[config.mk]
export PLATFORM = sky130hd
export DESIGN_NAME = pract_filter
export DESIGN_NICKNAME = d
export VERILOG_FILES = /design/src/tx_filter_pkg.sv /design/src/sample_delay_line.sv /design/src/tap_product_lut.sv /design/src/product_accumulator.sv /design/src/pract_filter.sv
export SDC_FILE = /design/constraint.sdc
export NUM_CORES = 2
export LEC_CHECK = 0
export ABC_AREA = 1
export BUFFER_PORTS_ARGS = -buffer_cell sky130_fd_sc_hd__buf_2
export CORE_UTILIZATION = 50
export CTS_CLUSTER_DIAMETER = 200
export DETAILED_ROUTE_END_ITERATION = 7
export GPL_TIMING_DRIVEN = 0
export PLACE_DENSITY = 0.71
export SKIP_LAST_GASP = 1
export SYNTH_ARGS = -nofsm -noshare
export SYNTH_HDL_FRONTEND = slang
export SYNTH_SLANG_ARGS = --single-unit
export TNS_END_PERCENT = 10
[constraint.sdc]
create_clock -name clk -period 118.2 [get_ports clk]
set_clock_uncertainty 0.05 [all_clocks]
set_input_delay 23.64 -clock clk [delete_from_list [all_inputs] [get_ports clk]]
set_output_delay 23.64 -clock clk [all_outputs]
set_load 0.01 [all_outputs]
[src/tx_filter_pkg.sv]
`default_nettype none

package tx_filter_pkg;

	// Word widths
	localparam int SAMPLE_W  = 18;
	localparam int PAIR_W    = SAMPLE_W + 1;
	localparam int PRODUCT_W = 18;

	// Filter length and folding
	localparam int COEFF_LEN = 65;
	localparam int HALF_LEN  = (COEFF_LEN - 1) / 2;

	// 1s17 input and output samples
	typedef logic signed [SAMPLE_W-1:0] sample_t;

	// 2s17 sum of two facing taps
	typedef logic signed [PAIR_W-1:0] pair_sum_t;

	// 1s17 coefficient product
	typedef logic signed [PRODUCT_W-1:0] product_t;

	// Quarter-scale step, so the PAM levels are +-1 and +-3 steps
	localparam int LEVEL_STEP = 32768;

	// Keys k * LEVEL_STEP for k = 1 .. NUM_LEVELS
	localparam int NUM_LEVELS = 6;

	// Products per tap, column k-1 holds the result for key k * LEVEL_STEP
	// Two legal symbols never sum to 5 steps, so that column stays zero
	// The centre tap only ever sees a single symbol, so only k = 1 and 3 are set
	localparam product_t TAP_PRODUCTS [0:HALF_LEN][0:NUM_LEVELS-1] = '{
		// Taps 0 to 7
		'{   168,    337,    505,    673, 0,   1010},
		'{    69,    138,    207,    276, 0,    413},
		'{  -108,   -216,   -325,   -433, 0,   -649},
		'{  -243,   -487,   -730,   -973, 0,  -1460},
		'{  -224,   -448,   -671,   -895, 0,  -1343},
		'{   -31,    -62,    -92,   -123, 0,   -185},
		'{   229,    457,    686,    915, 0,   1372},
		'{   376,    753,   1129,   1505, 0,   2258},

		// Taps 8 to 15
		'{   280,    560,    840,   1121, 0,   1681},
		'{   -41,    -82,   -122,   -163, 0,   -245},
		'{  -401,   -801,  -1202,  -1602, 0,  -2403},
		'{  -548,  -1096,  -1644,  -2193, 0,  -3289},
		'{  -335,   -669,  -1004,  -1338, 0,  -2008},
		'{   162,    324,    485,    647, 0,    971},
		'{   647,   1294,   1941,   2588, 0,   3882},
		'{   776,   1552,   2328,   3104, 0,   4655},

		// Taps 16 to 23
		'{   384,    768,   1153,   1537, 0,   2305},
		'{  -362,   -725,  -1087,  -1450, 0,  -2175},
		'{ -1017,  -2034,  -3050,  -4067, 0,  -6101},
		'{ -1101,  -2201,  -3302,  -4402, 0,  -6604},
		'{  -426,   -852,  -1278,  -1704, 0,  -2557},
		'{   714,   1428,   2143,   2857, 0,   4285},
		'{  1638,   3276,   4915,   6553, 0,   9829},
		'{  1641,   3282,   4923,   6565, 0,   9847},

		// Taps 24 to 31, the main lobe builds up here
		'{   458,    916,   1374,   1832, 0,   2748},
		'{ -1450,  -2899,  -4349,  -5798, 0,  -8697},
		'{ -2986,  -5972,  -8959, -11945, 0, -17917},
		'{ -2908,  -5815,  -8723, -11630, 0, -17446},
		'{  -478,   -956,  -1434,  -1911, 0,  -2867},
		'{  4042,   8084,  12126,  16167, 0,  24251},
		'{  9358,  18717,  28075,  37434, 0,  56151},
		'{ 13631,  27262,  40893,  54524, 0,  81786},

		// Centre tap
		'{ 15265,      0,  45794,      0, 0,      0}
	};

endpackage

`default_nettype wire

[src/sample_delay_line.sv]
`timescale 1ns/1ps
`default_nettype none

module sample_delay_line
(
	input  wire logic                    clk,
	input  wire logic                    reset,
	input  wire logic                    sam_clk_en,
	input  tx_filter_pkg::sample_t       x_in,
	output tx_filter_pkg::pair_sum_t     pair_sum [0:tx_filter_pkg::HALF_LEN]
);

	import tx_filter_pkg::*;

	// Tap 0 is the newest sample
	sample_t taps [0:COEFF_LEN-1];

	always_ff @(posedge clk or posedge reset)
	begin
		if (reset)
		begin
			for (int i = 0; i < COEFF_LEN; i++)
			begin
				taps[i] <= '0;
			end
		end
		else if (sam_clk_en)
		begin
			taps[0] <= x_in;
			for (int i = 1; i < COEFF_LEN; i++)
			begin
				taps[i] <= taps[i-1];
			end
		end
	end

	// Facing taps share a coefficient, so add them before the lookup
	always_comb
	begin
		for (int i = 0; i < HALF_LEN; i++)
		begin
			pair_sum[i] = pair_sum_t'(taps[i]) + pair_sum_t'(taps[COEFF_LEN-1-i]);
		end
		// Centre tap has no partner
		pair_sum[HALF_LEN] = pair_sum_t'(taps[HALF_LEN]);
	end

endmodule

`default_nettype wire

[src/tap_product_lut.sv]
`timescale 1ns/1ps
`default_nettype none

module tap_product_lut
#(
	parameter int TAP = 0
)
(
	input  tx_filter_pkg::pair_sum_t pair_sum,
	output tx_filter_pkg::product_t  product
);

	import tx_filter_pkg::*;

	// One hit bit per positive and negative key
	logic [NUM_LEVELS-1:0] pos_hit;
	logic [NUM_LEVELS-1:0] neg_hit;

	genvar k;
	generate
		for (k = 0; k < NUM_LEVELS; k++)
		begin : g_key
			localparam pair_sum_t POS_KEY = pair_sum_t'((k + 1) * LEVEL_STEP);
			localparam pair_sum_t NEG_KEY = pair_sum_t'(-(k + 1) * LEVEL_STEP);

			assign pos_hit[k] = (pair_sum == POS_KEY);
			assign neg_hit[k] = (pair_sum == NEG_KEY);
		end
	endgenerate

	// At most one key can match, anything else reads as zero
	always_comb
	begin
		product = '0;
		for (int i = 0; i < NUM_LEVELS; i++)
		begin
			if (pos_hit[i])
			begin
				product = TAP_PRODUCTS[TAP][i];
			end
			else if (neg_hit[i])
			begin
				product = -TAP_PRODUCTS[TAP][i];
			end
		end
	end

endmodule

`default_nettype wire

[src/product_accumulator.sv]
`timescale 1ns/1ps
`default_nettype none

module product_accumulator
(
	input  wire logic                clk,
	input  wire logic                reset,
	input  wire logic                sam_clk_en,
	input  tx_filter_pkg::product_t  product [0:tx_filter_pkg::HALF_LEN],
	output tx_filter_pkg::sample_t   y
);

	import tx_filter_pkg::*;

	// Running sum, wraps at 18 bits
	product_t chain [0:HALF_LEN];

	always_comb
	begin
		chain[0] = product[0];
		for (int i = 1; i <= HALF_LEN; i++)
		begin
			chain[i] = chain[i-1] + product[i];
		end
	end

	always_ff @(posedge clk or posedge reset)
	begin
		if (reset)
		begin
			y <= '0;
		end
		else if (sam_clk_en)
		begin
			y <= sample_t'(chain[HALF_LEN]);
		end
	end

endmodule

`default_nettype wire

[src/pract_filter.sv]
`timescale 1ns/1ps
`default_nettype none

module pract_filter
(
	input  wire logic              clk,
	input  wire logic              reset,
	input  wire logic              sam_clk_en,
	input  tx_filter_pkg::sample_t x_in,
	output tx_filter_pkg::sample_t y
);

	import tx_filter_pkg::*;

	pair_sum_t pair_sum [0:HALF_LEN];
	product_t  product  [0:HALF_LEN];

	sample_delay_line u_delay_line
	(
		.clk        (clk),
		.reset      (reset),
		.sam_clk_en (sam_clk_en),
		.x_in       (x_in),
		.pair_sum   (pair_sum)
	);

	// One lookup per folded pair plus the centre
	genvar t;
	generate
		for (t = 0; t <= HALF_LEN; t++)
		begin : g_tap
			tap_product_lut #(
				.TAP (t)
			) u_lut
			(
				.pair_sum (pair_sum[t]),
				.product  (product[t])
			);
		end
	endgenerate

	product_accumulator u_accumulator
	(
		.clk        (clk),
		.reset      (reset),
		.sam_clk_en (sam_clk_en),
		.product    (product),
		.y          (y)
	);

endmodule

`default_nettype wire

# Word-level counts from Yosys, hierarchy flattened
# Cells that the tools add are included.
word_totals:
  regBits: 1188
  out_inout_bits: 18
op_classes:
  add_sub_neg: 64
  eq_ne: 396
  mux: 396
ops:
  columns: ["cell", "n"]
  rows:
  - ["two-way mux 18 bit", 380]
  - ["== test 19 bit (second input constant)", 160]
  - ["== test 19 x 18 -> 1 bit (second input constant)", 128]
  - ["== test 19 x 17 -> 1 bit (second input constant)", 64]
  - ["adder 18 x 18 -> 19 bit", 32]
  - ["== test 19 x 16 -> 1 bit (second input constant)", 32]
  - ["adder 18 bit", 32]
  - ["== test 18 x 19 -> 1 bit (second input constant)", 5]
  - ["== test 18 bit (second input constant)", 4]
  - ["two-way mux 9 bit", 5]
  - ["== test 18 x 17 -> 1 bit (second input constant)", 2]
  - ["two-way mux 12 bit", 2]
  - ["two-way mux 11 bit", 2]
  - ["two-way mux 10 bit", 2]
  - ["== test 18 x 16 -> 1 bit (second input constant)", 1]
  - ["two-way mux 8 bit", 2]
  - ["two-way mux 7 bit", 1]
  - ["two-way mux 6 bit", 1]
  - ["two-way mux 5 bit", 1]

# Logic depth before layout (Yosys ltp)
logic_depth:
  depth_word: 46
  mapped_depth: 60
  ltp_nobuf: 60

# Modules after synthesis
# Synthesis repeated with hierarchy kept, for this count alone.
hier_totals:
  cells_unflattened: 14832
  hier_area_um2: 105401.1
modules_own_cells:
  columns: ["module", "n_inst", "cells_per_inst", "area_each_um2"]
  rows:
  - ["sample_delay_line", 1, 10596, 75610.0]
  - ["product_accumulator", 1, 1583, 15148.3]
  - ["tap_product_lut (g_tap[17].u_lut)", 1, 87, 566.8]
  - ["tap_product_lut (g_tap[12].u_lut)", 1, 99, 555.5]
  - ["tap_product_lut (g_tap[24].u_lut)", 1, 90, 551.8]
  - ["tap_product_lut (g_tap[6].u_lut)", 1, 87, 543.0]
  - ["tap_product_lut (g_tap[29].u_lut)", 1, 89, 538.0]
  - ["tap_product_lut (g_tap[30].u_lut)", 1, 88, 520.5]
  - ["tap_product_lut (g_tap[23].u_lut)", 1, 85, 498.0]
  - ["tap_product_lut (g_tap[25].u_lut)", 1, 89, 485.5]
  - ["tap_product_lut (g_tap[13].u_lut)", 1, 87, 475.5]
  - ["tap_product_lut (g_tap[5].u_lut)", 1, 82, 471.7]
  - ["tap_product_lut (g_tap[21].u_lut)", 1, 85, 459.2]
  - ["tap_product_lut (g_tap[11].u_lut)", 1, 77, 457.9]
  - ["+21 rows", null, null, null]

# Least setup slack after synthesis
# No wires, ideal clock.
synth_timing:
  path_kind: "input to register"
  startpoint: "input sam_clk_en"
  endpoint: "register u_accumulator.y[0]"
  arrival_time_ns: 24.874
  required_time_ns: 118.084
  setup_slack_ns: 93.211
  path_stages: 7
  n_path_buf: 4
  cell_sequence: "clkbuf_1 -> inv_2 -> clkbuf_1 -> clkbuf_1 -> clkbuf_1 -> nand2_1 -> nand2_1"
synth_rtl:
  columns: ["item", "line_no", "source"]
  rows:
  - ["start, declared", "pract_filter.sv:8", "input wire logic sam_clk_en,"]
  - ["end signal, assigned", "product_accumulator.sv:35", "y <= sample_t'(chain[HALF_LEN]);"]
  - ["end, declared", "product_accumulator.sv:10", "output tx_filter_pkg::sample_t y"]

==> flow_summary.ini <==
[outcome]
outcome = complete, no violations

[cts]
cts_buffers = 139
clk_pin_slew_ns = 0.07
cts_tree = done
htree_num_levels = 4
clock_latency_ns = 0.83
cts_sinks = 1188
cts.path.max_buffers = 3
cts_resized = 0
clockRootBuffer = clkbuf_16
hold_buffers = 0
post_cts_buffers = 0

[logic_synthesis]
syn-num-nets = 13100
synth_flop_cell = dfrtp_1
ys_seq_elements = 1188
postSynthAreaPerCell_sq_um = 7.56
synth_cell_types = 78
seq_area_frac_synth_pct = 32.9
synth_edf_count = 0
synthesis.area_sq_um = 90400
postSynthCellCount = 12000
async_flop_share_pct = 100
yosys_warnings = 0

[critical_path]
max_stage_delay_ns = 0.95
crit_buf_inv = 4
critPathLaunchType = input port
reg2reg_to = u_accumulator.y[17]
worstSetupEndpointType = register
r2r_slack_ns = 106.69
path_cells = clkbuf_1 -> clkbuf_2 -> clkbuf_1 -> clkbuf_1 -> nand2_1 -> nand2_1
cp_max_fo = 10
r2r-start = u_delay_line.taps[180]
cp.required_ns = 118.90
crit_type = input port to register
worst_path_max_delay_cell = clkbuf_1
crit_arrival_ns = 27.01
r2r_cells = 51
critPathTopFamily = buffers and inverters
crit_top_cell = clkbuf_1

[placement]
io_buffers = 37
hpwl_mm = 210
place_area_sq_um = 93800
dp_cells = 14400
gp_congestion = 0.969

[power]
p_leak_nw = 55.6
ir_drop_v = 0.0000291
power.density_nw_per_um2 = 18.2

[sta]
fin_crit_sh_pct = 22.3
worst_pin_slew_ns = 1.48
rsz0062_at_grt = no
maxSlewViolCount = 0
hold_viol_final = 0
fin_crit_ns = 26.31
slew_headroom_pct = 1.23
setup_viol = 0
max_freq_mhz = 38.0
setup_tns_ns = 0

[flow_run]
maxCapViolCount = 0

[grt]
grt_max_degree = 131
grt_antenna_before_repair = 4
grt_pass1_wl_mm = 416
grt-ovfl-total = 0
grt_pass1_vias = 78300
track_usage_pct = 28.7

[routing]
avgRoutedWirePerCell_um = 17.8
drtIter0Drc = 6316
drc = 0
vias = 78900
drt_pass1_iterations = 8
wl_mm = 260
ant_nets = 0
viasPerCell = 5.40

[hold_path]
hold_class = register to register
holdPathStages = 2
worstHoldEndpoint = u_delay_line.taps[11]
min_from = u_delay_line.taps[11]

[layout]
final_cells = 14600
fill_cells = 16600
area_growth_pct = 9.26
nets = 13300
drive_above_1_share_pct = 4.42
finish.instance_area_sq_um = 98700
fin_util_pct = 55.2

[floorplanning]
row_count = 155
ioPinCount = 39
core_area_sq_um = 179000
dieArea_sq_um = 182000
start_util_pct = 50.5
fp.dieH_um = 427
die_x_um = 427
## where the power goes
group          switching, mW  internal (mW)  leakage [nW]  total, mW
registers             0.0568          0.453          16.2      0.510
logic                  0.522          0.298          37.0      0.819
clock network          0.191          0.274          2.39      0.465
total                  0.769           1.02          55.6       1.79
## metrics by stage
stage	hold slack, ns	worst slack (ns)	total power, mW
2_1_floorplan	0.398	61.04	1.07
3_3_place_gp	0.415	49.13	1.30
3_5_place_dp	0.420	90.62	1.32
4_1_cts	0.434	91.49	1.80
5_1_grt	0.455	91.87	1.93
6_report	0.430	91.89	1.79
## layer usage
metal / routed length [um] / part of all wire [%] / global-route usage, %
met1: 113000 / 44 / 37.4
met2: 125000 / 48 / 48.9
met3: 11900 / 4.6 / 3.41
met4: 10100 / 3.9 / 10.4
met5: 0 / 0 / 0
## worst min-delay path: cells and delay by family (launching register included)
kind	cells	cell delay, ns
AND/OR/NAND/NOR	2	0.10
flip-flops	1	0.35
## state kept, by name, indices dropped and copies added, names as in the netlist
signal                 cells
u_delay_line.taps       1152
u_accumulator.y           18
u_delay_line.pair_sum     18
## synthesized netlist by cell type, types with 7 or more instances
master     count  share of area [%]
a211oi_1       9              0.075
a21o_1        57               0.47
a21oi_1      583                3.2
a21oi_2       31               0.30
a22oi_1        9              0.075
a22oi_2       12               0.17
a31oi_1       17               0.12
and2_1        13              0.090
and3_1        21               0.15
buf_1         27               0.11
clkbuf_1     237               0.98
dfrtp_1     1188                 33
fa_1         475                 11
ha_1         610                8.4
inv_1       1312                5.4
inv_2         38               0.16
nand2_1     4724                 20
nand2_2       13              0.090
nand3_1      469                2.6
nand3b_1      20               0.17
nand4_1      213                1.5
nor2_1       595                2.5
nor2_2        35               0.24
nor2_4         7              0.087
nor3_1       167               0.92
nor3_2        21               0.23
nor3b_1        9              0.075
nor4_1        20               0.14
o2111ai_1     35               0.34
o211ai_1      13               0.11
o21a_1        10              0.083
o21ai_0      234                1.3
o21ai_1       83               0.46
o21ai_2       26               0.25
o21bai_1      51               0.42
o21bai_2       9               0.11
o221ai_1       8              0.078
o31ai_1       13               0.11
or2_1         16               0.11
or2_2         27               0.19
xnor2_1      131                1.3
xor2_1       302                2.9
xor2_2         7               0.13
## cells in the final DEF, fill, tap and decap left out, types with 140 or more instances in the layout
master,n
nand2_1,4724
nand4_1,213
nand3_1,469
inv_1,1311
ha_1,610
nor2_1,595
nor3_1,167
a21oi_1,583
clkbuf_1,250
xor2_1,302
clkbuf_16,140
o21ai_0,234
dfrtp_1,1188
fa_1,475
## final cells by class
cell class	count	area, sq um	area share (%)
plain buffers	264	996	1.01
diodes	2	5.00	0.00507
flip-flops and latches	1188	29700	30.1
inverters	1353	5090	5.15
clock buffers	179	3870	3.92
multi-input cells	9157	54600	55.3
well taps	2355	2950	2.98
clock inverters	72	1070	1.08
repair buffers	47	460	0.466
## logic make-up (layout without fill, tap and decap cells)
group,count (synthesis),in the layout,synth area share (%)
simple gates,6399,6399,29.0
buf+inv,1617,1915,6.72
compound gates,1232,1232,8.08
flops,1188,1188,32.9
fa+ha+maj,1085,1085,19.0
xor+xnor,440,440,4.32
mux,1,1,0.0111
other cells,0,2,0
## how the worst max path moves through the flow
stage	startpoint	to	slack, ns	cells past startpoint
after global routing	sam_clk_en	u_delay_line.taps[1151]	91.87	6
after floorplan	reset	u_accumulator.y[0]	61.04	1
final	sam_clk_en	u_delay_line.taps[971]	91.89	6
after global placement	reset	u_delay_line.taps[4]	49.13	2
after CTS	sam_clk_en	u_delay_line.taps[971]	91.49	6
after detailed placement	sam_clk_en	u_delay_line.taps[971]	90.62	6
(Power assumes the default switching activity.)
